==> src/source/decode_consts.svh <==
`ifndef DECODE_CONSTS_SVH
`define DECODE_CONSTS_SVH

// Datapath widths and register counts
`define REG_WIDTH     16
`define NUM_RF        16
`define NUM_VRF       64
`define LANE_COUNT    4
`define LANE_WIDTH    16
`define VREG_WIDTH    64
`define OPCODE_WIDTH  8
`define IR_WIDTH      32
`define PC_WIDTH      16

// Instruction field positions
`define OPC_MSB    31
`define OPC_LSB    24
`define SDEST_MSB  23
`define SDEST_LSB  20
`define SSRC1_MSB  19
`define SSRC1_LSB  16
`define SSRC2_MSB  11
`define SSRC2_LSB  8
`define IMM_MSB    15
`define IMM_LSB    0
`define VDEST_MSB  21
`define VDEST_LSB  16
`define VSRC1_MSB  13
`define VSRC1_LSB  8
`define VSRC2_MSB  5
`define VSRC2_LSB  0
`define LANE_MSB   23
`define LANE_LSB   22

`endif

==> src/source/datapathPkg.sv <==
`include "decode_consts.svh"

package datapathPkg;

  //////////////////////////////
  // Data words
  //////////////////////////////
  typedef logic [`REG_WIDTH-1:0]  regT;   // Scalar register
  typedef logic [`VREG_WIDTH-1:0] vregT;  // Full vector
  typedef logic [`LANE_WIDTH-1:0] laneT;  // One vector lane

  //////////////////////////////
  // Indices and addresses
  //////////////////////////////
  typedef logic [$clog2(`NUM_RF)-1:0]  sRegIdxT;  // Scalar register number
  typedef logic [$clog2(`NUM_VRF)-1:0] vRegIdxT;  // Vector register number

  typedef logic [`PC_WIDTH-1:0] pcT;

endpackage

==> src/source/scalarRegFile.sv <==
`timescale 1ns/1ps
`include "decode_consts.svh"

module scalarRegFile
  import datapathPkg::*;
(
  input  logic    I_CLOCK,
  input  logic    reset,
  input  logic    wbEnable,
  input  sRegIdxT wbIdx,
  input  regT     wbData,
  input  sRegIdxT readA,
  input  sRegIdxT readB,
  input  sRegIdxT readC,
  output regT     dataA,
  output regT     dataB,
  output regT     dataC
);

  regT regs [`NUM_RF];

  //////////////////////////////
  // Write port
  //////////////////////////////
  always_ff @(posedge I_CLOCK) begin
    if (reset) begin
      for (int i = 0; i < `NUM_RF; i++) begin
        regs[i] <= '0;
      end
    end else if (wbEnable) begin
      regs[wbIdx] <= wbData;
    end
  end

  //////////////////////////////
  // Read ports
  //////////////////////////////

  // Write first, the incoming value bypasses the array
  function automatic regT readPort(sRegIdxT idx);
    if (wbEnable && wbIdx == idx) begin
      return wbData;
    end
    return regs[idx];
  endfunction

  always_comb begin
    dataA = readPort(readA);  // First source
    dataB = readPort(readB);  // Second source
    dataC = readPort(readC);  // Store data or second source
  end

endmodule

==> config.mk <==
export PLATFORM = sky130hd
export DESIGN_NAME = scalarRegFile
export DESIGN_NICKNAME = d
export VERILOG_FILES = /design/src/source/datapathPkg.sv /design/src/source/scalarRegFile.sv
export VERILOG_INCLUDE_DIRS = /design/src /design/src/source
export SDC_FILE = /design/constraint.sdc
export NUM_CORES = 1
export LEC_CHECK = 0
export BUFFER_PORTS_ARGS = -buffer_cell sky130_fd_sc_hd__buf_4
export CAP_MARGIN = 5
export CORE_ASPECT_RATIO = 0.75
export CORE_MARGIN = 2
export CORE_UTILIZATION = 30
export DETAILED_ROUTE_END_ITERATION = 6
export PLACE_DENSITY = 0.56
export SETUP_SLACK_MARGIN = 0.02
export SKIP_CTS_REPAIR_TIMING = 1
export SYNTH_ARGS = -nofsm -noshare
export SYNTH_HDL_FRONTEND = slang
export SYNTH_SLANG_ARGS = --single-unit
==> constraint.sdc <==
create_clock -name I_CLOCK -period 3.65 [get_ports I_CLOCK]
set_clock_uncertainty 0.15 [all_clocks]
set_input_delay 0.73 -clock I_CLOCK [delete_from_list [all_inputs] [get_ports I_CLOCK]]
set_output_delay 0.73 -clock I_CLOCK [all_outputs]
set_load 0.01 [all_outputs]
==> results_dict.tcl <==
set metrics [dict create \
    synth_edf_count 256 \
    status "finished clean" \
    period_share 0.969 \
    critical_path_cell_count 7 \
    nets 1159 \
    fmax_ghz 0.283 \
    dpl-instance-area_sq_um 18300 \
    final-setup-viol-count 0 \
    yosysSeqAreaShare 0.464 \
    ioPinCount 83 \
    worstPathRequired_ns 2.77 \
    start_kind "input port" \
    slew_headroom 0.479 \
    stdcell_area_sq_um 19300 \
    sequentialPowerShare 0.429 \
    yosysWarnings 0 \
    slew_violations 0 \
    synth_nets 1089 \
    io_buffers 82 \
    die_x_um 275 \
    grt-ovfl-total 0 \
    hp-class "in2reg" \
    coreArea_sq_um 54500 \
    path_clk_slew_ns 0.06 \
    comb_power_share 0.185 \
    dp_hpwl_mm 33.8 \
    cpPeakStageDelay_ns 0.55 \
    cp-endpoint "dataC[13]" \
    grt_pass1_vias 10400 \
    final_antenna_net_count 0 \
    worstMarginPinSlew_ns 0.781 \
    crit_buf_inv 3 \
    vias 10100 \
    finalSetupTns_ns 0 \
    crit_fanout 27 \
    peakVddDrop_v 0.000357 \
    gp_congestion 0.793 \
    ys_async_sr_fraction 0 \
    ys_types 22 \
    htreeDepth 1 \
    crit_type "in2out" \
    rsz0062_at_grt "no" \
    met1Wirelength_mm 24.0 \
    top_layer "met5" \
    cts_buffers 30 \
    switching_share 0.254 \
    wl_met3_mm 3.39 \
    grt_use_total 0.190 \
    grt_max_degree 28 \
    drtIter0Drc 1130 \
    dieArea_sq_um 57100 \
    cts_num_sinks 256 \
    switchingPower_mw 2.09 \
    syn_area_sq_um 16600 \
    cellPowerDensity_nw_per_um2 426 \
    hold_violations 0 \
    netlist_instances 1054 \
    antenna_found_initial 5 \
    cts_tree "yes" \
    initial_utilization 0.304 \
    wire_per_inst_um 28.9 \
    worst_path_max_delay_cell "mux4_2" \
    crit_chain "buf_4, buf_12, mux4_2, mux2i_1, mux2i_1, mux2_2, buf_4" \
    clockRootBuffer "clkbuf_16" \
    top_register "regs" \
    die_h_um 208 \
    period_needed_ns 3.54 \
    synth_area_per_cell_sq_um 15.7 \
    drive_gt1_frac 0.389 \
    first_pass_iters 5 \
    wl_met2_mm 25.1 \
    core.rowCount 74 \
    wirelength_mm 54.1 \
    area_delta_synth_final_pct 16.5 \
    top_regs "regs (256)" \
    drv_cap 0 \
    crit_start "readC[0]" \
    ys_seq_elements 256 \
    cellLeakagePower_nw 6.89 \
    p_int_mw 6.13 \
    cp_top_family "multiplexers" \
    cts.path.max_buffers 3 \
    fillers 5072 \
    crit_path_end_kind "output port" \
    routed_via_density 5.40 \
    drc 0 \
    synthFlopType "edfxtp_1" \
    largest_reg_flops 256 \
    clockPowerShare 0.386 \
    crit_arrival_ns 2.66 \
    grt_pass1_wl_mm 77.3 \
]
[synth_stat cells, types with 7 or more instances]
cell type	number	area [sq um]
mux2i_1	144	1440
buf_6	18	203
xor2_1	9	78.8
mux2_2	48	541
or2_2	16	100
nor2_1	12	45.0
and2_1	256	1600
edfxtp_1	256	7690
clkbuf_1	40	150
buf_2	32	160
buf_1	7	26.3
mux4_2	192	4320
[area by class of cell]
| class | instances | area [sq um] | area share |
|---|---|---|---|
| clock inverters | 20 | 248 | 0.0128 |
| diodes | 1 | 2.50 | 0.000130 |
| well taps | 722 | 903 | 0.0468 |
| clock buffers | 35 | 791 | 0.0410 |
| repair buffers | 138 | 1340 | 0.0693 |
| multi-input cells | 698 | 8330 | 0.432 |
| flip-flops and latches | 256 | 7690 | 0.398 |
[logic make-up (layout without fill, tap and decap cells)]
| family | after synthesis | count (layout) | share of synthesized area |
|---|---|---|---|
| flops | 256 | 256 | 0.464 |
| buf+inv | 100 | 193 | 0.0339 |
| simple gates | 302 | 302 | 0.115 |
| other cells | 0 | 1 | 0 |
| mux | 384 | 384 | 0.381 |
| xor+xnor | 12 | 12 | 0.00634 |
[worst min-delay path by stage]
stage,to,start,cells past startpoint
2_1_floorplan,regs[0][15],wbData[15],1
3_3_place_gp,regs[3][12],wbData[12],2
3_5_place_dp,regs[12][12],wbData[12],2
4_1_cts,regs[12][11],wbData[11],2
5_1_grt,regs[14][12],wbData[12],2
6_report,regs[12][11],wbData[11],2
[stage by stage]
step           instances  total power, mW   util  worst slack [ns]  hold slack (ns)
5_1_grt             1869             8.47  0.354            0.0311            0.451
4_1_cts             1869             8.26  0.354            0.0882            0.428
6_report            1870             8.22  0.354             0.112            0.452
2_1_floorplan       1054             4.49      -             0.629            0.778
3_3_place_gp        1814             5.10  0.335             0.104            0.998
3_5_place_dp        1814             5.11  0.335            0.0940             1.00
[placed cells by master (no fill, tap or decap)]
master        n
clkinv_1      6
nand2_1       5
nor2_1       12
mux4_2      192
buf_12       24
mux2_2       48
and2_1      256
nor3_2        4
xor2_1        9
bufinv_16     6
buf_4       114
or2_2        16
nand2b_1      3
nand4b_1      1
clkbuf_16    31
clkinv_2      6
mux2i_1     144
clkinvlp_4    2
nand4bb_1     1
nor3b_1       1
diode_2       1
edfxtp_1    256
clkbuf_1      4
xnor2_1       3
nor4_4        3
[power by group through the flow]
stage | clock [mW] | sequential [mW] | combinational, mW
2_1_floorplan | 0 | 3.54 | 0.948
3_3_place_gp | 0 | 3.57 | 1.53
3_5_place_dp | 0 | 3.58 | 1.53
4_1_cts | 3.20 | 3.52 | 1.53
5_1_grt | 3.32 | 3.55 | 1.59
6_report | 3.17 | 3.53 | 1.52
[per-layer routing]
| layer | vias to the layer above | global-route usage |
|---|---|---|
| met3 | 81 | 0.0271 |
| met1 | 5317 | 0.270 |
| li1 | 4293 | - |
| met2 | 397 | 0.302 |
| met5 | - | 0 |
| met4 | 2 | 0.0522 |
Power figures use the tool's default switching activity.
