$ cat src/source/decode_consts.svh
`ifndef DECODE_CONSTS_SVH
`define DECODE_CONSTS_SVH

// Datapath widths and register counts
`define REG_WIDTH     16
`define NUM_RF        16
`define NUM_VRF       64
`define LANE_COUNT    4
`define LANE_WIDTH    16
`define VREG_WIDTH    64
`define OPCODE_WIDTH  8
`define IR_WIDTH      32
`define PC_WIDTH      16

// Instruction field positions
`define OPC_MSB    31
`define OPC_LSB    24
`define SDEST_MSB  23
`define SDEST_LSB  20
`define SSRC1_MSB  19
`define SSRC1_LSB  16
`define SSRC2_MSB  11
`define SSRC2_LSB  8
`define IMM_MSB    15
`define IMM_LSB    0
`define VDEST_MSB  21
`define VDEST_LSB  16
`define VSRC1_MSB  13
`define VSRC1_LSB  8
`define VSRC2_MSB  5
`define VSRC2_LSB  0
`define LANE_MSB   23
`define LANE_LSB   22

`endif

$ cat src/source/datapathPkg.sv
`include "decode_consts.svh"

package datapathPkg;

  //////////////////////////////
  // Data words
  //////////////////////////////
  typedef logic [`REG_WIDTH-1:0]  regT;   // Scalar register
  typedef logic [`VREG_WIDTH-1:0] vregT;  // Full vector
  typedef logic [`LANE_WIDTH-1:0] laneT;  // One vector lane

  //////////////////////////////
  // Indices and addresses
  //////////////////////////////
  typedef logic [$clog2(`NUM_RF)-1:0]  sRegIdxT;  // Scalar register number
  typedef logic [$clog2(`NUM_VRF)-1:0] vRegIdxT;  // Vector register number

  typedef logic [`PC_WIDTH-1:0] pcT;

endpackage

$ cat src/source/isaPkg.sv
`include "decode_consts.svh"

package isaPkg;

  //////////////////////////////
  // Opcodes
  //////////////////////////////
  typedef enum logic [`OPCODE_WIDTH-1:0] {
    ADD_D     = 8'h00,
    ADDI_D    = 8'h01,
    AND_D     = 8'h02,
    ANDI_D    = 8'h03,
    MOV       = 8'h04,
    MOVI_D    = 8'h05,
    LDW       = 8'h06,
    STW       = 8'h07,  // Store, no destination
    VADD      = 8'h10,
    VMOV      = 8'h11,
    VMOVI     = 8'h12,
    VCOMPMOV  = 8'h13,  // Scalar into one lane
    VCOMPMOVI = 8'h14   // Immediate into one lane
  } opcodeT;

  //////////////////////////////
  // Instruction fields
  //////////////////////////////

  // Whole instruction word
  typedef logic [`IR_WIDTH-1:0] irT;

  // Immediate, already register width
  typedef logic [`IMM_MSB-`IMM_LSB:0] immT;

  // Lane number of a lane move
  typedef logic [`LANE_MSB-`LANE_LSB:0] laneSelT;

endpackage

$ cat src/source/vectorLane.sv
`timescale 1ns/1ps
`include "decode_consts.svh"

module vectorLane
  import datapathPkg::*;
  import isaPkg::*;
#(
  parameter int laneIndex = 0
) (
  input  logic    I_CLOCK,
  input  logic    reset,
  input  logic    wbVector,
  input  logic    wbLaneOnly,   // Single lane write
  input  laneSelT wbLane,
  input  vRegIdxT wbIdx,
  input  laneT    fullData,     // This lane's slice of a full write
  input  laneT    laneData,     // Scalar value for a lane write
  input  vRegIdxT readA,
  input  vRegIdxT readB,
  output laneT    dataA,
  output laneT    dataB
);

  laneT entries [`NUM_VRF];
  logic writeHere;
  laneT writeValue;

  // Full writes hit every lane, lane writes only the selected one
  assign writeHere  = wbVector & (~wbLaneOnly | (wbLane == laneSelT'(laneIndex)));
  assign writeValue = wbLaneOnly ? laneData : fullData;

  always_ff @(posedge I_CLOCK) begin
    if (reset) begin
      for (int i = 0; i < `NUM_VRF; i++) begin
        entries[i] <= '0;
      end
    end else if (writeHere) begin
      entries[wbIdx] <= writeValue;
    end
  end

  // Same cycle forwarding
  assign dataA = (writeHere && wbIdx == readA) ? writeValue : entries[readA];
  assign dataB = (writeHere && wbIdx == readB) ? writeValue : entries[readB];

endmodule

$ cat config.mk
export PLATFORM = sky130hd
export DESIGN_NAME = vectorLane
export DESIGN_NICKNAME = d
export VERILOG_FILES = /design/src/source/datapathPkg.sv /design/src/source/isaPkg.sv /design/src/source/vectorLane.sv
export VERILOG_INCLUDE_DIRS = /design/src /design/src/source
export SDC_FILE = /design/constraint.sdc
export NUM_CORES = 2
export LEC_CHECK = 0
export ABC_AREA = 0
export BUFFER_PORTS_ARGS = -buffer_cell sky130_fd_sc_hd__buf_2
export CORE_ASPECT_RATIO = 0.7
export CORE_MARGIN = 1.5
export CORE_UTILIZATION = 60
export DETAILED_ROUTE_END_ITERATION = 10
export PLACE_DENSITY = 0.79
export SLEW_MARGIN = 10
export SYNTH_ARGS = -nofsm -noshare
export SYNTH_HDL_FRONTEND = slang
export SYNTH_SLANG_ARGS = --single-unit
export TNS_END_PERCENT = 5
$ cat constraint.sdc
create_clock -name I_CLOCK -period 2.8 [get_ports I_CLOCK]
set_input_delay 0.28 -clock I_CLOCK [delete_from_list [all_inputs] [get_ports I_CLOCK]]
set_output_delay 0.28 -clock I_CLOCK [all_outputs]
set_load 0.05 [all_outputs]
==> flow_summary.ini <==
[run_status]
result_of_the_run = finished with violations
violations = negative setup slack

[power_and_ir_drop]
power_report.internal_total_mw = 27.22
power.share.combinational_pct = 17.2
p_clk_share_pct = 34.3
vdd_ir_drop_max_v = 0.0005161
power_switching_share_pct = 27.21
seq_power_share_pct = 48.5
p_leak_nw = 23.80
power_per_unit_of_standard_cell_area_nw_per_um2 = 588.4
power_switching_mw = 10.18

[global_routing]
grt_util_all_layers_pct = 44.55
first_pass_grt_wire_length_um = 283500
first_global_vias = 40110
grt_start_max_net_pins = 65
globalRouteOverflowTotal = 0
antenna_found_initial = 6

[synth]
most_used_standard_cell_by_instance_count_after_synthesis = nor2_1
synth.area.top_cells = edfxtp_1 (57%), mux4_2 (14%), mux2i_1 (9.6%), nor2_1 (7.3%), a22oi_1 (3.5%)
ys_warn_count = 0
syn_inst = 4018
seq_area_frac_synth_pct = 57.36
ys_types = 46
leading_post_synthesis_cells_by_instance_count = nor2_1 (1,039), edfxtp_1 (1,024), mux2i_1 (514), mux4_2 (328), a22oi_1 (253)
synth_ff_type = edfxtp_1
area_share_of_the_largest_cell_type_after_synthesis_pct = 57.36
synth_top_area_cell = edfxtp_1
synth_async_sr_flop_share_pct = 0
yosys_register_bits = 1024
count_of_flip_flops_with_a_built_in_enable_after_synthesis = 1024
mappedNetlistArea_um2 = 53610
synth.avg_cell_area_um2 = 13.34
synth.net_count = 4074

[cts]
holdBufCountCts = 0
clock-sinks = 1024
cts_root_buffer = clkbuf_16
worst_setup_hold_path_clk_slew_ns = 0.06
cts-buffers-inserted = 95
htreeDepth = 3
cts_max_path_buffers = 3
tritoncts = built

[die]
initial_core_util_pct = 60.75
floorplan.die.height_um = 253.1
design.core.area_um2 = 88240
num_io_pins = 88
chipWidth_um = 360.3
die_area_um2 = 91180
placementRows = 91

[worst_setup_path]
timing.critical_path.from_type = flop
setup.worst_path.class = reg2out
crit_arrival_ns = 3.20
worstSetupEndpointType = output pin
cp.required_ns = 2.52
critical_path_peak_fanout = 2

[flow_run]
max_cap_violations = 0

[place]
dpl_worst_slack_ns = -0.4283
dp_hpwl_um = 137700
dp_cells = 5461
gpl_congestion = 1.042
port_buffers = 87

[cells_and_area]
reg.largest.list = entries (1024)
layout.nets = 4454
largest-register = entries
drive_above_1_share_pct = 28.95
area_growth_syn_to_layout_pct = 18.57
fin_util_pct = 72.03
finalNonFillerCells = 5637
largest_reg_flops = 1024

[timing]
layout_worst_path_cycle_share_pct = 124.4
hold_ws_ns = 0.09100
max_freq_mhz = 287.1
timing.final.setup_violations = 32
rsz_0062_raised_after_global_routing = true
timing.max_slew.rel_slack_pct = 29.62
final_period_minus_worst_setup_slack_ns = 3.483
final_hold_viol_count = 0
worst_slew_pin_slew_ns = 1.052
final.setup.tns_ns = -10.59
final.setup.worst_slack_ns = -0.6828
final-max-slew-violation-count = 0

[routing]
drt_wl_total_um = 203300
residual_drc_count = 0
per_cell_routed_wire_length_um = 36.07
detailroute.via_count = 41350
drt_first_iter_violations = 8419
detailedRoute.firstPassIterationCount = 7
avgViaCountPerCell = 7.335
detail-route-antenna-nets = 0

[hold_path]
min-delay-path-class = in2reg
[power groups by stage]
stage | logic, mW | clock network [mW] | registers [mW]
2_1_floorplan | 3.16 | 0 | 18.2
3_3_place_gp | 5.86 | 0 | 18.4
3_5_place_dp | 5.94 | 0 | 18.4
4_1_cts | 6.08 | 12.8 | 18.1
5_1_grt | 6.47 | 13.3 | 18.2
6_report | 6.42 | 12.8 | 18.1
[final cells by class]
class / instances / area, µm²
fillers: 5601 / 24680
clock inverters: 55 / 460.4
inverters: 1 / 3.754
diodes: 2 / 5.005
well taps: 1162 / 1454
clock buffers: 117 / 2481
repair buffers: 694 / 6714
flip-flops and latches: 1024 / 30750
multi-input cells: 2582 / 21690
[repair_timing]
action,4_1_cts,5_1_grt
setup endpoints to repair,32,32
buffers inserted,2,0
pin swaps,25,8
gates resized for setup,84,31
[layout by cell type (no fill, tap or decap), types with 5 or more instances in the layout]
cell type   count
nor2_1       1034
bufinv_16       7
o2111ai_2       5
clkbuf_16      97
nand4_1        29
a22o_1          6
clkbuf_1       21
nor2_2          7
a22oi_1       240
buf_12        125
edfxtp_1     1024
mux2i_1       484
mux2i_2        14
nor2b_1         8
a22oi_2        13
o22ai_1        18
xnor2_1         8
nand2_2        32
mux2i_4        16
clkinvlp_4      6
clkinv_1       26
clkinv_2       12
a21boi_1        6
nand2_1        56
o21ai_0        20
buf_4         512
mux4_2        332
buf_2          48
nand2b_1       70
nand3_2         9
nand3_1        89
a21oi_2         6
a21oi_4         6
[per-layer routing]
metal / GRT usage [%] / routed length, µm / part of all wire (%) / vias to the layer above
met2: 60.37 / 81230 / 40 / 4386
met1: 58.49 / 65660 / 32 / 20210
li1: - / - / - / 15970
met3: 24.76 / 44810 / 22 / 772
met4: 19.89 / 11550 / 5.7 / 6
met5: 0 / 47 / 0.023 / -
[worst max-delay path, stage by stage (launching register included)]
cell      delay [ns]
edfxtp_1        0.43
mux4_2          0.50
mux4_2          0.53
mux2_4          0.37
nand3_2         0.10
o211ai_1        0.28
buf_4           0.31
[path summary, 6_finish.rpt]
path	start	to	depth (start not counted)
worst max-delay path	entries[63][6]	dataA[6]	6
worst min-delay path	fullData[1]	entries[48][1]	3
[cell families after synthesis]
logic type	count (synthesis)	synth area share (%)
DFF	1024	57.36
and+or+nand+nor	1364	10.62
muxes	849	23.66
buffers and inverters	412	3.363
AOI/OAI and AO/OA	357	4.801
xor gates and xnor gates	12	0.1960
[metrics by stage]
| stage | instance area [µm²] | power, mW |
|---|---|---|
| 4_1_cts | 63430 | 36.96 |
| 5_1_grt | 63560 | 38.00 |
| 6_report | 63560 | 37.40 |
| 3_3_place_gp | 60190 | 24.23 |
| 2_1_floorplan | 53610 | 21.36 |
| 3_5_place_dp | 60190 | 24.36 |
Note: power is estimated with default switching activity, not from simulation.
