[config.mk]
export PLATFORM = sky130hd
export DESIGN_NAME = operandLatch
export DESIGN_NICKNAME = d
export VERILOG_FILES = /design/src/source/datapathPkg.sv /design/src/source/isaPkg.sv /design/src/source/operandLatch.sv
export VERILOG_INCLUDE_DIRS = /design/src /design/src/source
export SDC_FILE = /design/constraint.sdc
export NUM_CORES = 1
export LEC_CHECK = 0
export BUFFER_PORTS_ARGS = -buffer_cell sky130_fd_sc_hd__buf_2
export CORE_AREA = 2 2 177 179
export CTS_CLUSTER_DIAMETER = 50
export DETAILED_ROUTE_END_ITERATION = 6
export DIE_AREA = 0 0 179 181
export PLACE_DENSITY_LB_ADDON = 0.2
export SKIP_CTS_REPAIR_TIMING = 1
export SLEW_MARGIN = 20
export SYNTH_ARGS = -nofsm -noshare
export SYNTH_HDL_FRONTEND = slang
export SYNTH_SLANG_ARGS = --single-unit
[constraint.sdc]
create_clock -name I_CLOCK -period 0.8 [get_ports I_CLOCK]
set_clock_uncertainty 0.1 [all_clocks]
set_input_delay 0.08 -clock I_CLOCK [delete_from_list [all_inputs] [get_ports I_CLOCK]]
set_output_delay 0.08 -clock I_CLOCK [all_outputs]
set_load 0.005 [all_outputs]
[src/source/decode_consts.svh]
`ifndef DECODE_CONSTS_SVH
`define DECODE_CONSTS_SVH

// Datapath widths and register counts
`define REG_WIDTH     16
`define NUM_RF        16
`define NUM_VRF       64
`define LANE_COUNT    4
`define LANE_WIDTH    16
`define VREG_WIDTH    64
`define OPCODE_WIDTH  8
`define IR_WIDTH      32
`define PC_WIDTH      16

// Instruction field positions
`define OPC_MSB    31
`define OPC_LSB    24
`define SDEST_MSB  23
`define SDEST_LSB  20
`define SSRC1_MSB  19
`define SSRC1_LSB  16
`define SSRC2_MSB  11
`define SSRC2_LSB  8
`define IMM_MSB    15
`define IMM_LSB    0
`define VDEST_MSB  21
`define VDEST_LSB  16
`define VSRC1_MSB  13
`define VSRC1_LSB  8
`define VSRC2_MSB  5
`define VSRC2_LSB  0
`define LANE_MSB   23
`define LANE_LSB   22

`endif

[src/source/datapathPkg.sv]
`include "decode_consts.svh"

package datapathPkg;

  //////////////////////////////
  // Data words
  //////////////////////////////
  typedef logic [`REG_WIDTH-1:0]  regT;   // Scalar register
  typedef logic [`VREG_WIDTH-1:0] vregT;  // Full vector
  typedef logic [`LANE_WIDTH-1:0] laneT;  // One vector lane

  //////////////////////////////
  // Indices and addresses
  //////////////////////////////
  typedef logic [$clog2(`NUM_RF)-1:0]  sRegIdxT;  // Scalar register number
  typedef logic [$clog2(`NUM_VRF)-1:0] vRegIdxT;  // Vector register number

  typedef logic [`PC_WIDTH-1:0] pcT;

endpackage

[src/source/isaPkg.sv]
`include "decode_consts.svh"

package isaPkg;

  //////////////////////////////
  // Opcodes
  //////////////////////////////
  typedef enum logic [`OPCODE_WIDTH-1:0] {
    ADD_D     = 8'h00,
    ADDI_D    = 8'h01,
    AND_D     = 8'h02,
    ANDI_D    = 8'h03,
    MOV       = 8'h04,
    MOVI_D    = 8'h05,
    LDW       = 8'h06,
    STW       = 8'h07,  // Store, no destination
    VADD      = 8'h10,
    VMOV      = 8'h11,
    VMOVI     = 8'h12,
    VCOMPMOV  = 8'h13,  // Scalar into one lane
    VCOMPMOVI = 8'h14   // Immediate into one lane
  } opcodeT;

  //////////////////////////////
  // Instruction fields
  //////////////////////////////

  // Whole instruction word
  typedef logic [`IR_WIDTH-1:0] irT;

  // Immediate, already register width
  typedef logic [`IMM_MSB-`IMM_LSB:0] immT;

  // Lane number of a lane move
  typedef logic [`LANE_MSB-`LANE_LSB:0] laneSelT;

endpackage

[src/source/operandLatch.sv]
`timescale 1ns/1ps
`include "decode_consts.svh"

module operandLatch
  import datapathPkg::*;
  import isaPkg::*;
(
  input  logic    I_CLOCK,
  input  logic    reset,
  input  logic    lock,
  input  logic    fetchStall,
  input  logic    issue,
  input  logic    depStall,
  input  pcT      pc,
  input  opcodeT  opcode,
  input  sRegIdxT sDest,
  input  vRegIdxT vDest,
  input  logic    writesVector,
  input  logic    isLaneMove,
  input  laneSelT lane,
  input  immT     imm,
  input  regT     scalarA,
  input  regT     scalarB,
  input  regT     scalarC,
  input  laneT [`LANE_COUNT-1:0] laneA,  // Lane 0 in the low bits
  input  laneT [`LANE_COUNT-1:0] laneB,
  output logic    O_LOCK,
  output pcT      O_PC,
  output opcodeT  O_Opcode,
  output regT     O_Src1Value,
  output regT     O_Src2Value,
  output regT     O_DestValue,
  output vRegIdxT O_DestRegIdx,
  output vregT    O_VSrc1Value,
  output vregT    O_VSrc2Value,
  output regT     O_Imm,
  output logic    O_FetchStall,
  output logic    O_DepStall
);

  //////////////////////////////
  // Stage status
  //////////////////////////////
  always_ff @(posedge I_CLOCK) begin
    if (reset) begin
      O_LOCK       <= 1'b0;
      O_FetchStall <= 1'b0;
      O_DepStall   <= 1'b0;
    end else begin
      O_LOCK       <= lock;
      O_FetchStall <= fetchStall;
      O_DepStall   <= depStall;  // Held instruction is a bubble downstream
    end
  end

  //////////////////////////////
  // Operands, loaded on issue only
  //////////////////////////////
  always_ff @(posedge I_CLOCK) begin
    if (issue) begin
      O_PC         <= pc;
      O_Opcode     <= opcode;
      O_Imm        <= regT'(imm);
      O_Src1Value  <= scalarA;
      O_Src2Value  <= scalarB;
      O_DestValue  <= isLaneMove ? regT'(lane) : scalarC;   // Lane number for lane moves
      O_DestRegIdx <= writesVector ? vDest : vRegIdxT'(sDest);
      O_VSrc1Value <= laneA;     // Packed lanes form the vector
      O_VSrc2Value <= laneB;
    end
  end

endmodule

==> metrics.cfg <==
[timing]
setup_repair_after_global_routing_missed_its_margin = yes
slew_headroom_pct = 83.5
max_freq_ghz = 0.782
setup_violating_endpoint_count_in_the_final_report = 231
final.period_utilization_pct = 160
tightestPinTransition_ps = 247
finalHoldWorstSlack_ps = -166
postLayoutSetupSlackWorst_ps = -479
hold_violations = 153
maxSlewViolCount = 0
period_minus_slack_ps = 1280

[die]
die-height_um = 181
initial_core_util_pct = 22.8
floorplan.core_area_mm2 = 0.0303
placement_rows = 64
die-area_mm2 = 0.0324
chipWidth_um = 179
ioPinCount = 461

[setup_path]
critPathRequiredTime_ps = 620
setup.worst_path.class = flip-flop to primary output
cpMaxStageDelayCell = edfxtp_1
worstPathArrival_ps = 1100
crit_cells = 1
critical_path_peak_fanout = 1
crit_start_category = flip-flop
worstPathBufferInverterCount = 1
slowest_delay_ps = 410
critPathTopFamily = flip-flops
setup.worst_path.end_class = primary output
path_cells = buf_2

[placement]
numPortBuffers = 460
post_dp_cell_area_mm2 = 0.00996
dpl.hpwl_um = 15500
gp_congestion = 0.730

[logic_synthesis]
syn-num-nets = 487
yosysSeqAreaShare_pct = 97.2
synthTopCellsByArea = edfxtp_1 (96%), nor2b_1 (1.4%), mux2_2 (0.98%)
top_area_cell_type_share_of_the_netlist_area_pct = 96.3
ys_types = 7
synth.ff_latch_count = 225
yosysWarningCount = 0
synthesis.area_mm2 = 0.00692
netlist_instances = 251
synth.avg_cell_area_um2 = 27.6
synthDominantAreaCellType = edfxtp_1

[finish]
filler_cell_count = 2780
antenna-diode-count = 0
syn_to_final_growth_pct = 90.1
layout-drive-gt1-share_pct = 51.8
utilization_pct = 43.4
nNetsFinal = 1227
design_area_mm2 = 0.0132

[clock_tree]
tritoncts = done
clkSlewWorstSetupHoldPaths_ps = 60
cts_max_level = 1
number_of_cts_inserted_buffers = 28
clk_path_buf_depth = 3
tritoncts_num_sinks = 225
clock-root-buffer = clkbuf_16

[detailed_routing]
drt-total-wl_um = 22000
via_count = 5236
initialDrtViolationCount = 161
route.detailed.vias_per_inst = 3.72
first_pass_iters = 4
wire_per_inst_um = 15.7
drcViolationCount = 0
final_antenna_net_count = 0

[worst_hold_path]
hold_path_depth = 2
holdCritPathClass = input pin to flip-flop

[power_and_ir_drop]
leakagePower_nw = 5.60
p_per_area_mw_per_mm2 = 2190
worst_ir_drop_vdd_v = 0.00167

[grt]
pin_count_of_the_biggest_net_entering_global_routing = 28
first_global_vias = 4653
initial_antenna_violation_count = 0
grt_util_all_layers_pct = 11.3
first_pass_grt_wire_length_um = 27200
overflow = 0

[job]
maxCapViolCount = 0

[status]
outcome = finished with violations
violations_in_the_final_reports = negative hold slack, negative setup slack

==> Yosys cell counts <==
master,n
edfxtp_1,222
buf_4,1
nor2b_1,15
dfxtp_1,3
and2_1,2
and2b_1,2
mux2_2,6
==> power breakdown <==
| part | internal, mW | switching [mW] | leakage, nW |
|---|---|---|---|
| logic | 1.87 | 1.19 | 2.99 |
| clock network | 6.75 | 4.83 | 0.417 |
| registers | 14.0 | 0.225 | 2.20 |
==> cell families (layout without fill, tap and decap cells) <==
kind of cell           Yosys count  in the layout  synth area share, %
buffers and inverters            1            761                0.108
flip-flops                     225            225                 97.2
multiplexers                     6              6                0.976
AND/OR/NAND/NOR                 19             19                 1.75
==> flip-flops by register name, indices dropped and copies added (netlist names), 8 cells and up <==
name          cells
O_Imm            16
O_VSrc1Value     64
O_VSrc2Value     64
O_PC             16
O_Opcode          8
O_DestValue      16
O_Src1Value      16
O_Src2Value      16
==> placed cells by master, fill, tap and decap left out, types with 3 or more instances in the layout <==
cell type      Yosys  layout
clkinv_2           0       3
buf_12             0       8
clkinv_1           0       9
edfxtp_1         222     222
mux2_2             6       6
clkbuf_1           0       3
dlygate4sd3_1      0     233
buf_4              1      10
buf_2              0     457
nor2b_1           15      15
clkbuf_16          0      28
==> final timing paths <==
kind,from,to
worst min-delay path,isLaneMove,O_DestValue[1]$_DFFE_PP_
worst max-delay path,O_Src2Value[11]$_DFFE_PP_,O_Src2Value[11]
==> layer usage <==
metal | track usage (%) | wire, um | vias to the layer above | part of all wire [%]
met5 | 0 | 0 | - | 0
met4 | 4.49 | 640 | 0 | 2.9
met3 | 5.03 | 2090 | 36 | 9.5
met2 | 21.2 | 12000 | 271 | 54
met1 | 10.3 | 7330 | 2438 | 33
li1 | - | - | 2491 | -
==> area by class of cell <==
| cell class | instances | area, um2 | area share [%] |
|---|---|---|---|
| multi-input combinational | 25 | 189 | 1.44 |
| clock buffer | 31 | 712 | 5.41 |
| clock inverter | 19 | 143 | 1.08 |
| tap | 396 | 495 | 3.76 |
| timing repair buffer | 711 | 4890 | 37.2 |
| sequential | 225 | 6730 | 51.1 |
==> metrics by stage <==
stage          total power, mW  setup WS (ps)  std cells  setup TNS [ps]  hold WS (ps)
2_1_floorplan             14.7           64.6        251               0          51.6
3_3_place_gp              16.6           -194       1124          -34640           156
3_5_place_dp              16.6           -197       1124          -35990           158
4_1_cts                   28.3           -531       1174         -100680          -425
5_1_grt                   30.1           -532       1407         -106030          -178
6_report                  28.9           -479       1407          -93050          -166
Power figures use the tool's default switching activity.
