`config.mk`:
```
export PLATFORM = sky130hd
export DESIGN_NAME = hazardScoreboard
export DESIGN_NICKNAME = d
export VERILOG_FILES = /design/src/source/datapathPkg.sv /design/src/source/hazardScoreboard.sv
export VERILOG_INCLUDE_DIRS = /design/src /design/src/source
export SDC_FILE = /design/constraint.sdc
export NUM_CORES = 1
export LEC_CHECK = 0
export BUFFER_PORTS_ARGS = -buffer_cell sky130_fd_sc_hd__buf_2
export CORE_ASPECT_RATIO = 1.25
export CORE_MARGIN = 2
export CORE_UTILIZATION = 31
export DETAILED_ROUTE_END_ITERATION = 16
export PLACE_DENSITY_LB_ADDON = 0.05
export SYNTH_ARGS = -nofsm -noshare
export SYNTH_HDL_FRONTEND = slang
export SYNTH_SLANG_ARGS = --single-unit
```
`constraint.sdc`:
```
create_clock -name I_CLOCK -period 3.3 [get_ports I_CLOCK]
set_input_delay 0.33 -clock I_CLOCK [delete_from_list [all_inputs] [get_ports I_CLOCK]]
set_output_delay 0.33 -clock I_CLOCK [all_outputs]
set_load 0.01 [all_outputs]
```
`src/source/decode_consts.svh`:
```
`ifndef DECODE_CONSTS_SVH
`define DECODE_CONSTS_SVH

// Datapath widths and register counts
`define REG_WIDTH     16
`define NUM_RF        16
`define NUM_VRF       64
`define LANE_COUNT    4
`define LANE_WIDTH    16
`define VREG_WIDTH    64
`define OPCODE_WIDTH  8
`define IR_WIDTH      32
`define PC_WIDTH      16

// Instruction field positions
`define OPC_MSB    31
`define OPC_LSB    24
`define SDEST_MSB  23
`define SDEST_LSB  20
`define SSRC1_MSB  19
`define SSRC1_LSB  16
`define SSRC2_MSB  11
`define SSRC2_LSB  8
`define IMM_MSB    15
`define IMM_LSB    0
`define VDEST_MSB  21
`define VDEST_LSB  16
`define VSRC1_MSB  13
`define VSRC1_LSB  8
`define VSRC2_MSB  5
`define VSRC2_LSB  0
`define LANE_MSB   23
`define LANE_LSB   22

`endif

```
`src/source/datapathPkg.sv`:
```
`include "decode_consts.svh"

package datapathPkg;

  //////////////////////////////
  // Data words
  //////////////////////////////
  typedef logic [`REG_WIDTH-1:0]  regT;   // Scalar register
  typedef logic [`VREG_WIDTH-1:0] vregT;  // Full vector
  typedef logic [`LANE_WIDTH-1:0] laneT;  // One vector lane

  //////////////////////////////
  // Indices and addresses
  //////////////////////////////
  typedef logic [$clog2(`NUM_RF)-1:0]  sRegIdxT;  // Scalar register number
  typedef logic [$clog2(`NUM_VRF)-1:0] vRegIdxT;  // Vector register number

  typedef logic [`PC_WIDTH-1:0] pcT;

endpackage

```
`src/source/hazardScoreboard.sv`:
```
`timescale 1ns/1ps
`include "decode_consts.svh"

module hazardScoreboard
  import datapathPkg::*;
(
  input  logic    I_CLOCK,
  input  logic    reset,
  input  logic    lock,
  input  logic    fetchStall,
  input  logic    useSA,
  input  logic    useSB,
  input  logic    useStore,
  input  logic    useVA,
  input  logic    useVB,
  input  logic    writesScalar,
  input  logic    writesVector,
  input  sRegIdxT sSrcA,
  input  sRegIdxT sSrcB,
  input  sRegIdxT sStoreSrc,
  input  sRegIdxT sDest,
  input  vRegIdxT vSrcA,
  input  vRegIdxT vSrcB,
  input  vRegIdxT vDest,
  input  logic    wbScalar,
  input  logic    wbVector,
  input  vRegIdxT wbIdx,
  output logic    issue,
  output logic    depStall
);

  logic [`NUM_RF-1:0]  sValid;  // 1 = no write pending
  logic [`NUM_VRF-1:0] vValid;
  logic    wbScalarOnly;        // Both enables mean a lane write
  sRegIdxT wbScalarIdx;
  logic    hazard;
  logic    active;

  assign wbScalarOnly = wbScalar & ~wbVector;
  assign wbScalarIdx  = sRegIdxT'(wbIdx);  // Low bits pick the scalar

  // Busy unless valid or written back this very cycle
  function automatic logic sBusy(sRegIdxT idx);
    return ~sValid[idx] & ~(wbScalarOnly & (wbScalarIdx == idx));
  endfunction

  function automatic logic vBusy(vRegIdxT idx);
    return ~vValid[idx] & ~(wbVector & (wbIdx == idx));
  endfunction

  //////////////////////////////
  // Hazard and issue
  //////////////////////////////
  always_comb begin
    hazard = (useSA    & sBusy(sSrcA))
           | (useSB    & sBusy(sSrcB))
           | (useStore & sBusy(sStoreSrc))
           | (useVA    & vBusy(vSrcA))
           | (useVB    & vBusy(vSrcB));
  end

  assign active   = lock & ~fetchStall;
  assign issue    = active & ~hazard;
  assign depStall = active & hazard;   // Straight back to fetch

  //////////////////////////////
  // Valid bits
  //////////////////////////////
  always_ff @(posedge I_CLOCK) begin
    if (reset) begin
      sValid <= '1;
      vValid <= '1;
    end else begin
      if (wbScalarOnly) sValid[wbScalarIdx] <= 1'b1;
      if (wbVector)     vValid[wbIdx]       <= 1'b1;  // Full or lane write
      // Later assignment wins, so a new owner beats the writeback
      if (issue && writesScalar) sValid[sDest] <= 1'b0;
      if (issue && writesVector) vValid[vDest] <= 1'b0;
    end
  end

endmodule

```
==> results.yml <==
run_status:
  status: "finished clean"
worst_setup_path:
  worstSetupPathType: "flip-flop to output pin"
  crit_start: "vValid[19]$_SDFF_PP1_"
  crit_buf_inv: 1
  critical_path.max_stage_delay_ns: 0.51
  r2r-start: "vValid[19]$_SDFF_PP1_"
  path_cells: "mux4_1, mux4_2, nor2b_1, a2111oi_2, nor3_4, nand3b_1, nor2b_1, buf_2"
  required_ns: 2.97
  crit_path_end_kind: "output pin"
  r2r-end: "vValid[16]$_SDFF_PP1_"
  slowest_stage: "mux4_1"
  crit_family: "multiplexers"
  critPathMaxFanout: 9
  cp_common_cell: "nor2b_1"
  cp_data_arrival_time_ns: 2.79
  crit_path_end: "depStall"
  rrSetupSlack_ns: 0.72
  worst-r2r-cell-count: 7
  cp.depth: 8
  cp-start-kind: "flip-flop"
timing:
  worstMarginPinSlew_ns: 0.930
  period_needed_ns: 3.12
  fmax_ghz: 0.320
  max_slew_margin: 0.380
  rsz0062_at_grt: "false"
  period_share: 0.946
  fin_worst_skew_ns: 0.00992
  hold_viol_final: 0
  drv_slew: 0
  setup-violations-final: 0
  setup-tns-final_ns: 0
power:
  vdd_ir_drop_max_v: 0.000203
  power.total_mw: 2.41
  powerDensity_nw_per_um2: 397
  p_sw_uw: 645
  p_seq_frac: 0.402
  internal_power_mw: 1.77
  clkPwrFrac: 0.466
  pwr-share-comb: 0.131
  power_leakage_nw: 1.85
  sw_frac_of_total: 0.267
synthesis:
  ys_types: 48
  synth_nets: 580
  synth_area_um2: 5310
  netlist.area_leader.share: 0.302
  yosys.area.top_type: "dfxtp_1"
  synth-seq-area-share: 0.302
  yosysWarningCount: 0
  post-synth-top-count-cell: "nor2_1"
  avgSynthCellArea_um2: 10.1
  synth_area_leaders: "dfxtp_1 (30%), mux4_2 (10%), o32a_1 (9.6%), nor2_1 (5.9%), mux4_1 (5.4%)"
  synth_edf_count: 0
  synth_cells: 527
  synth_common_cells: "nor2_1 (84), dfxtp_1 (80), o32a_1 (51), nand2_1 (27)"
  synth_ff_type: "dfxtp_1"
  synthArstFlopShare: 0
  ys_seq_elements: 80
die:
  start_util: 0.316
  die_w_um: 121
  die_area_um2: 18200
  fp.dieH_um: 150
  rows: 53
  pin_count: 55
  core_um2: 16800
layout:
  design_area_um2: 6080
  finalNetCount: 619
  fin_util: 0.362
  drive_above_1_share: 0.275
  synthToLayoutAreaGrowth_pct: 14.6
  stdcell_count: 791
  fill_cells: 1694
  antenna_cells: 0
global_routing:
  grt_pass1_vias: 4681
  grt_max_degree: 81
  grt_usage: 0.224
  antenna_found_initial: 0
  overflow: 0
  grt_pass1_wl_mm: 29.8
clocking:
  cts_root_buffer: "clkbuf_16"
  cts-buffers-inserted: 9
  post-cts-setup-buffer-count: 0
  cts_tree: "built"
  insertion_delay_ns: 0.35
  hold_buffers: 0
  clk_pin_slew_ns: 0.06
  cts_sinks: 80
  cts_resized: 0
  htreeDepth: 3
  clockBufferDepth: 2
worst_hold_path:
  min_path_type: "input port to flip-flop"
placement:
  io_buffers: 54
  place_congestion: 0.872
  dp_cells: 775
  dp_hpwl_mm: 14.7
  place_area_um2: 5750
detailed_routing:
  finalWirelength_mm: 19.9
  dr.pass1.iters: 5
  vias: 4808
  drcViolationCount: 0
  ant_nets: 0
  post_drt_wl_per_cell_um: 25.2
  viasPerCell: 6.08
  drt_iter0_drc: 470
flow_run:
  maxCapViolations: 0
==> power groups by stage <==
stage | clock (mW) | sequential (mW) | combinational (mW)
final | 1.13 | 0.971 | 0.317
after global routing | 1.19 | 0.971 | 0.340
after CTS | 1.14 | 0.971 | 0.319
after detailed placement | 0 | 0.993 | 0.318
after global placement | 0 | 0.993 | 0.316
after floorplan | 0 | 0.991 | 0.198
==> worst min-delay path by stage <==
stage                          start                    end  slack, ns  cells past startpoint
2_1_floorplan               sDest[0]   sValid[3]$_SDFF_PP1_       0.44                      1
3_3_place_gp   vValid[43]$_SDFF_PP1_  vValid[43]$_SDFF_PP1_       0.50                      1
3_5_place_dp   vValid[56]$_SDFF_PP1_  vValid[56]$_SDFF_PP1_       0.50                      1
4_1_cts                     sDest[0]   sValid[7]$_SDFF_PP1_       0.22                      2
5_1_grt                     sDest[0]   sValid[7]$_SDFF_PP1_       0.25                      2
6_report                    sDest[0]   sValid[7]$_SDFF_PP1_       0.24                      2
==> registers in the layout, indices dropped and copies added, names as in the netlist <==
name,cells
vValid,64
sValid,16
==> layout by cell type (no fill, tap or decap), types with 6 or more instances in the layout <==
cell type | Yosys | layout
nor2b_1 | 17 | 17
o32a_1 | 51 | 51
o32a_2 | 25 | 25
mux4_1 | 11 | 11
nor3_1 | 12 | 12
dfxtp_1 | 80 | 80
a31oi_1 | 6 | 6
nand2b_1 | 7 | 7
mux4_2 | 24 | 24
clkbuf_16 | 0 | 9
buf_4 | 1 | 17
nor2_1 | 84 | 84
nand3_1 | 19 | 19
buf_2 | 6 | 54
mux2_2 | 10 | 10
xnor2_1 | 15 | 15
xor2_1 | 9 | 9
nand2_1 | 27 | 27
mux2i_1 | 17 | 17
nand3b_1 | 7 | 7
==> final cells by class <==
cell class / count / area [um2] / share of cell area
multi-input combinational: 399 / 3460 / 0.569
sequential: 80 / 1600 / 0.263
timing repair buffer: 71 / 398 / 0.0654
tap: 220 / 275 / 0.0453
clock buffer: 10 / 239 / 0.0393
clock inverter: 6 / 90.1 / 0.0148
inverter: 5 / 18.8 / 0.00309
==> per-stage QoR <==
| step | hold WS [ns] | setup WS [ns] |
|---|---|---|
| after detailed placement | 0.504 | 0.137 |
| after CTS | 0.219 | 0.138 |
| final | 0.236 | 0.177 |
| after global routing | 0.246 | 0.00198 |
| after floorplan | 0.437 | 0.497 |
| after global placement | 0.500 | 0.222 |
==> worst reg2reg max path, cell delays in order, from the launching register on <==
cell and delay, ns:
dfxtp_1 0.34, mux4_1 0.51, mux4_2 0.46, nor2b_1 0.15, a2111oi_2 0.40, nor3_4 0.18, nand3_4 0.27, o32a_1 0.22
==> metal layers <==
metal | up-vias | track usage | share of wire
met4 | 0 | 0.0953 | 0.030
met2 | 188 | 0.408 | 0.52
met1 | 2414 | 0.261 | 0.39
met5 | - | 0 | 0
li1 | 2175 | - | -
met3 | 31 | 0.0322 | 0.053
==> cells by family after synthesis <==
logic type	share of synthesized area
simple gates	0.191
mux	0.210
xor+xnor	0.0396
buf+inv	0.0467
compound gates	0.212
flops	0.302
Note: power is estimated with default switching activity, not from simulation.
