==> src/source/decode_consts.svh <==
`ifndef DECODE_CONSTS_SVH
`define DECODE_CONSTS_SVH

// Datapath widths and register counts
`define REG_WIDTH     16
`define NUM_RF        16
`define NUM_VRF       64
`define LANE_COUNT    4
`define LANE_WIDTH    16
`define VREG_WIDTH    64
`define OPCODE_WIDTH  8
`define IR_WIDTH      32
`define PC_WIDTH      16

// Instruction field positions
`define OPC_MSB    31
`define OPC_LSB    24
`define SDEST_MSB  23
`define SDEST_LSB  20
`define SSRC1_MSB  19
`define SSRC1_LSB  16
`define SSRC2_MSB  11
`define SSRC2_LSB  8
`define IMM_MSB    15
`define IMM_LSB    0
`define VDEST_MSB  21
`define VDEST_LSB  16
`define VSRC1_MSB  13
`define VSRC1_LSB  8
`define VSRC2_MSB  5
`define VSRC2_LSB  0
`define LANE_MSB   23
`define LANE_LSB   22

`endif

==> src/source/datapathPkg.sv <==
`include "decode_consts.svh"

package datapathPkg;

  //////////////////////////////
  // Data words
  //////////////////////////////
  typedef logic [`REG_WIDTH-1:0]  regT;   // Scalar register
  typedef logic [`VREG_WIDTH-1:0] vregT;  // Full vector
  typedef logic [`LANE_WIDTH-1:0] laneT;  // One vector lane

  //////////////////////////////
  // Indices and addresses
  //////////////////////////////
  typedef logic [$clog2(`NUM_RF)-1:0]  sRegIdxT;  // Scalar register number
  typedef logic [$clog2(`NUM_VRF)-1:0] vRegIdxT;  // Vector register number

  typedef logic [`PC_WIDTH-1:0] pcT;

endpackage

==> src/source/isaPkg.sv <==
`include "decode_consts.svh"

package isaPkg;

  //////////////////////////////
  // Opcodes
  //////////////////////////////
  typedef enum logic [`OPCODE_WIDTH-1:0] {
    ADD_D     = 8'h00,
    ADDI_D    = 8'h01,
    AND_D     = 8'h02,
    ANDI_D    = 8'h03,
    MOV       = 8'h04,
    MOVI_D    = 8'h05,
    LDW       = 8'h06,
    STW       = 8'h07,  // Store, no destination
    VADD      = 8'h10,
    VMOV      = 8'h11,
    VMOVI     = 8'h12,
    VCOMPMOV  = 8'h13,  // Scalar into one lane
    VCOMPMOVI = 8'h14   // Immediate into one lane
  } opcodeT;

  //////////////////////////////
  // Instruction fields
  //////////////////////////////

  // Whole instruction word
  typedef logic [`IR_WIDTH-1:0] irT;

  // Immediate, already register width
  typedef logic [`IMM_MSB-`IMM_LSB:0] immT;

  // Lane number of a lane move
  typedef logic [`LANE_MSB-`LANE_LSB:0] laneSelT;

endpackage

==> src/source/instrDecoder.sv <==
`timescale 1ns/1ps
`include "decode_consts.svh"

module instrDecoder
  import datapathPkg::*;
  import isaPkg::*;
(
  input  irT      irIn,
  output opcodeT  opcode,
  output sRegIdxT sSrcA,
  output sRegIdxT sSrcB,
  output sRegIdxT sStoreSrc,
  output sRegIdxT sDest,
  output vRegIdxT vSrcA,
  output vRegIdxT vSrcB,
  output vRegIdxT vDest,
  output laneSelT lane,
  output immT     imm,
  output logic    useSA,
  output logic    useSB,
  output logic    useStore,
  output logic    useVA,
  output logic    useVB,
  output logic    writesScalar,
  output logic    writesVector,
  output logic    isStore,
  output logic    isLaneMove
);

  //////////////////////////////
  // Field slicing
  //////////////////////////////
  assign opcode    = opcodeT'(irIn[`OPC_MSB:`OPC_LSB]);
  assign sSrcA     = irIn[`SSRC1_MSB:`SSRC1_LSB];
  assign sSrcB     = irIn[`SSRC2_MSB:`SSRC2_LSB];
  assign sStoreSrc = irIn[`SDEST_MSB:`SDEST_LSB];   // STW data register
  assign vSrcA     = irIn[`VSRC1_MSB:`VSRC1_LSB];
  assign vSrcB     = irIn[`VSRC2_MSB:`VSRC2_LSB];
  assign vDest     = irIn[`VDEST_MSB:`VDEST_LSB];
  assign lane      = irIn[`LANE_MSB:`LANE_LSB];
  assign imm       = irIn[`IMM_MSB:`IMM_LSB];

  // Moves keep their destination in the first source field
  assign sDest = (opcode == MOV || opcode == MOVI_D) ? irIn[`SSRC1_MSB:`SSRC1_LSB]
                                                     : irIn[`SDEST_MSB:`SDEST_LSB];

  //////////////////////////////
  // Opcode classes
  //////////////////////////////
  always_comb begin
    useSA        = 1'b0;
    useSB        = 1'b0;
    useStore     = 1'b0;
    useVA        = 1'b0;
    useVB        = 1'b0;
    writesScalar = 1'b0;
    writesVector = 1'b0;
    isStore      = 1'b0;
    isLaneMove   = 1'b0;
    case (opcode)
      ADD_D, AND_D: begin
        useSA        = 1'b1;
        useSB        = 1'b1;
        writesScalar = 1'b1;
      end
      ADDI_D, ANDI_D, LDW: begin
        useSA        = 1'b1;  // Base or first operand
        writesScalar = 1'b1;
      end
      MOV: begin
        useSB        = 1'b1;
        writesScalar = 1'b1;
      end
      MOVI_D: writesScalar = 1'b1;
      STW: begin
        useSA    = 1'b1;      // Address base
        useStore = 1'b1;      // Store data
        isStore  = 1'b1;
      end
      VADD: begin
        useVA        = 1'b1;
        useVB        = 1'b1;
        writesVector = 1'b1;
      end
      VMOV: begin
        useVA        = 1'b1;
        writesVector = 1'b1;
      end
      VMOVI: writesVector = 1'b1;
      VCOMPMOV: begin
        useSB        = 1'b1;  // Scalar going into the lane
        writesVector = 1'b1;
        isLaneMove   = 1'b1;
      end
      VCOMPMOVI: begin
        writesVector = 1'b1;
        isLaneMove   = 1'b1;
      end
      default: ;              // Unknown opcode, no sources and no destination
    endcase
  end

endmodule

==> config.mk <==
export PLATFORM = sky130hd
export DESIGN_NAME = instrDecoder
export DESIGN_NICKNAME = d
export VERILOG_FILES = /design/src/source/datapathPkg.sv /design/src/source/isaPkg.sv /design/src/source/instrDecoder.sv
export VERILOG_INCLUDE_DIRS = /design/src /design/src/source
export SDC_FILE = /design/constraint.sdc
export NUM_CORES = 1
export LEC_CHECK = 0
export ABC_CLOCK_PERIOD_IN_PS = 1700
export BUFFER_PORTS_ARGS = -buffer_cell sky130_fd_sc_hd__clkbuf_2
export CAP_MARGIN = 5
export CORE_MARGIN = 2
export CORE_UTILIZATION = 29
export DETAILED_ROUTE_END_ITERATION = 8
export PLACE_DENSITY = 0.83
export SYNTH_ARGS = -nofsm -noshare
export SYNTH_HDL_FRONTEND = slang
export SYNTH_SLANG_ARGS = --single-unit
==> constraint.sdc <==
create_clock -name vclk -period 1.7
set_input_delay 0.34 -clock vclk [all_inputs]
set_output_delay 0.34 -clock vclk [all_outputs]
set_load 0.02 [all_outputs]
==> impl_metrics.json <==
{
  "worstPathRequired_ns": 1.36,
  "synth_nets": 115,
  "crit_type": "in -> out",
  "place_area_um2": 515,
  "setup.worst_path.start": "irIn[27]",
  "ys_types": 18,
  "synth_area_um2": 613,
  "power_leakage_nw": 0.356,
  "nets": 117,
  "status": "complete, but fails checks",
  "grt_first_pass_wirelength_um": 1550,
  "cp_num_cells": 5,
  "crit_path_end_kind": "primary output",
  "diodes": 0,
  "fp.coreArea_um2": 1980,
  "slowest_stage": "nor4_4",
  "period_share": 1.03,
  "hold_ws_ns": 0.680,
  "port_buffers": 53,
  "slew_headroom": 0.806,
  "crit_buf_inv": 2,
  "crit_path_start_kind": "input pin",
  "critPathMaxFanout": 4,
  "max_stage_delay_ns": 0.33,
  "crit_path_end": "sDest[1]",
  "drcViolationCount": 0,
  "report.final.hold_viol_count": 0,
  "vias_per_cell": 4.25,
  "seq_cell_count": 0,
  "dieArea_um2": 2500,
  "wirelength_um": 1170,
  "syn_area_per_cell_um2": 7.39,
  "overflow": 0,
  "setup_violations": 5,
  "firstDrtPassIters": 2,
  "dp_cells": 109,
  "hp-class": "in -> out",
  "die_w_um": 50.0,
  "grt_pass1_vias": 377,
  "fin_ws_ns": -0.0556,
  "dp_hpwl_um": 948,
  "rows": 16,
  "grt_max_degree": 8,
  "cellPowerDensity_nw_per_um2": 245,
  "io_pins": 101,
  "n_fill_cell": 211,
  "max_freq_ghz": 0.570,
  "fin_util": 0.335,
  "rsz0062_at_grt": "yes",
  "n_clock_buffer": 0,
  "design_area_um2": 664,
  "cp_top_family": "simple AND/OR/NAND/NOR gates",
  "multiInputGateArea_um2": 241,
  "drive_above_1_share": 0.892,
  "hp-start": "irIn[1]",
  "worstPathArrival_ns": 1.42,
  "max_cap_viol_count": 0,
  "maxSlewViolCount": 0,
  "register_area_um2": 0,
  "antenna_left": 0,
  "ys_warn_count": 0,
  "tightestPinTransition_ns": 0.289,
  "stdcell_count": 110,
  "irDropWorstVdd_mv": 0.105,
  "antenna_found_initial": 0,
  "post-route-min-period_ns": 1.76,
  "die_height_um": 50.0,
  "cts.hold.buffers_added": 0,
  "synthCells": 83,
  "gp_congestion": 0.651,
  "route.vias.total": 468,
  "crit_chain": "buf_8 > nor4_4 > nand4_4 > mux2_4 > buf_6",
  "post-place-ws_ns": -0.0956,
  "avgRoutedWirePerCell_um": 10.6,
  "start_util": 0.309,
  "ys_seq_area_frac": 0,
  "area_delta_synth_final_pct": 8.37,
  "grt_usage": 0.0714,
  "drt_iter0_drc": 3,
  "violations": "negative setup slack"
}
Yosys cell counts:
cell / count / area (um2)
and3_1: 1 / 6.26
nand3b_1: 2 / 15.0
or2_2: 1 / 6.26
a21boi_0: 1 / 7.51
o21ai_0: 1 / 5.00
buf_2: 1 / 5.00
nor4_4: 1 / 21.3
a21oi_1: 3 / 15.0
nand3_1: 1 / 5.00
nor4_1: 1 / 6.26
and3_2: 1 / 7.51
nand4_2: 1 / 12.5
nor2_1: 1 / 3.75
nand2_1: 3 / 11.3
buf_4: 57 / 428
inv_1: 2 / 7.51
mux2_2: 4 / 45.0
nor3_1: 1 / 5.00
worst min-delay path by stage:
stage / endpoint / slack, ns / depth (start not counted)
floorplan: useVB / 0.73 / 1
global placement: imm[7] / 0.68 / 0
detailed placement: imm[7] / 0.68 / 0
CTS: imm[7] / 0.68 / 0
global route: vSrcB[3] / 0.68 / 0
finish: imm[1] / 0.68 / 0
routing by layer:
metal / track usage / wire (um) / vias up
met5: 0 / 0 / -
met4: 0.0231 / 42 / 0
met3: 0.00909 / 165 / 12
met2: 0.149 / 627 / 37
met1: 0.0688 / 336 / 206
li1: - / - / 213
timing repair:
action | in CTS | in global routing
cloned | 0 | 0
buffers inserted | 1 | 0
setup endpoints to repair | 7 | 13
resized for setup | 4 | 48
pin swaps | 3 | 4
layout make-up:
type	count	share of cell area
tap	27	0.0508
multi-input combinational	23	0.363
timing repair buffer	58	0.574
inverter	2	0.0113
power by group:
| part | total, mW | leakage [nW] | internal [mW] | switching [mW] |
|---|---|---|---|---|
| registers | 0 | 0 | 0 | 0 |
| clock network | 0 | 0 | 0 | 0 |
| logic | 0.163 | 0.356 | 0.0654 | 0.0975 |
| total | 0.163 | 0.356 | 0.0654 | 0.0975 |
placed cells by master (no fill, tap or decap):
| cell | Yosys | layout |
|---|---|---|
| clkbuf_2 | 0 | 38 |
| nor4_4 | 1 | 2 |
| nand2_2 | 0 | 1 |
| and3_1 | 1 | 1 |
| nand2_4 | 0 | 1 |
| inv_1 | 2 | 2 |
| buf_8 | 0 | 1 |
| nor3_2 | 0 | 1 |
| and3_4 | 0 | 1 |
| a21boi_2 | 0 | 1 |
| nand4_4 | 0 | 1 |
| nand3b_1 | 2 | 2 |
| buf_6 | 0 | 8 |
| mux2_2 | 4 | 2 |
| mux2_4 | 0 | 2 |
| or2_2 | 1 | 1 |
| buf_2 | 1 | 1 |
| nor2_4 | 0 | 1 |
| a21oi_1 | 3 | 1 |
| nand2_1 | 3 | 1 |
| a21oi_2 | 0 | 2 |
| o21ai_0 | 1 | 1 |
| buf_4 | 57 | 9 |
| clkbuf_8 | 0 | 1 |
| nand3_1 | 1 | 1 |
stage by stage:
step | TNS (ns) | power (mW)
6_report | -0.193 | 0.163
3_5_place_dp | -0.391 | 0.141
4_1_cts | -0.354 | 0.145
2_1_floorplan | 0 | 0.222
3_3_place_gp | -0.269 | 0.140
5_1_grt | -0.790 | 0.173
cell families (layout without fill, tap and decap cells):
kind of cell,after synthesis,in the layout,share of synthesized area
AOI/OAI and AO/OA,5,5,0.0449
buffers and inverters,60,60,0.718
muxes,4,4,0.0735
and+or+nand+nor,14,14,0.163
No activity file was read; power rests on OpenSTA's default activity.
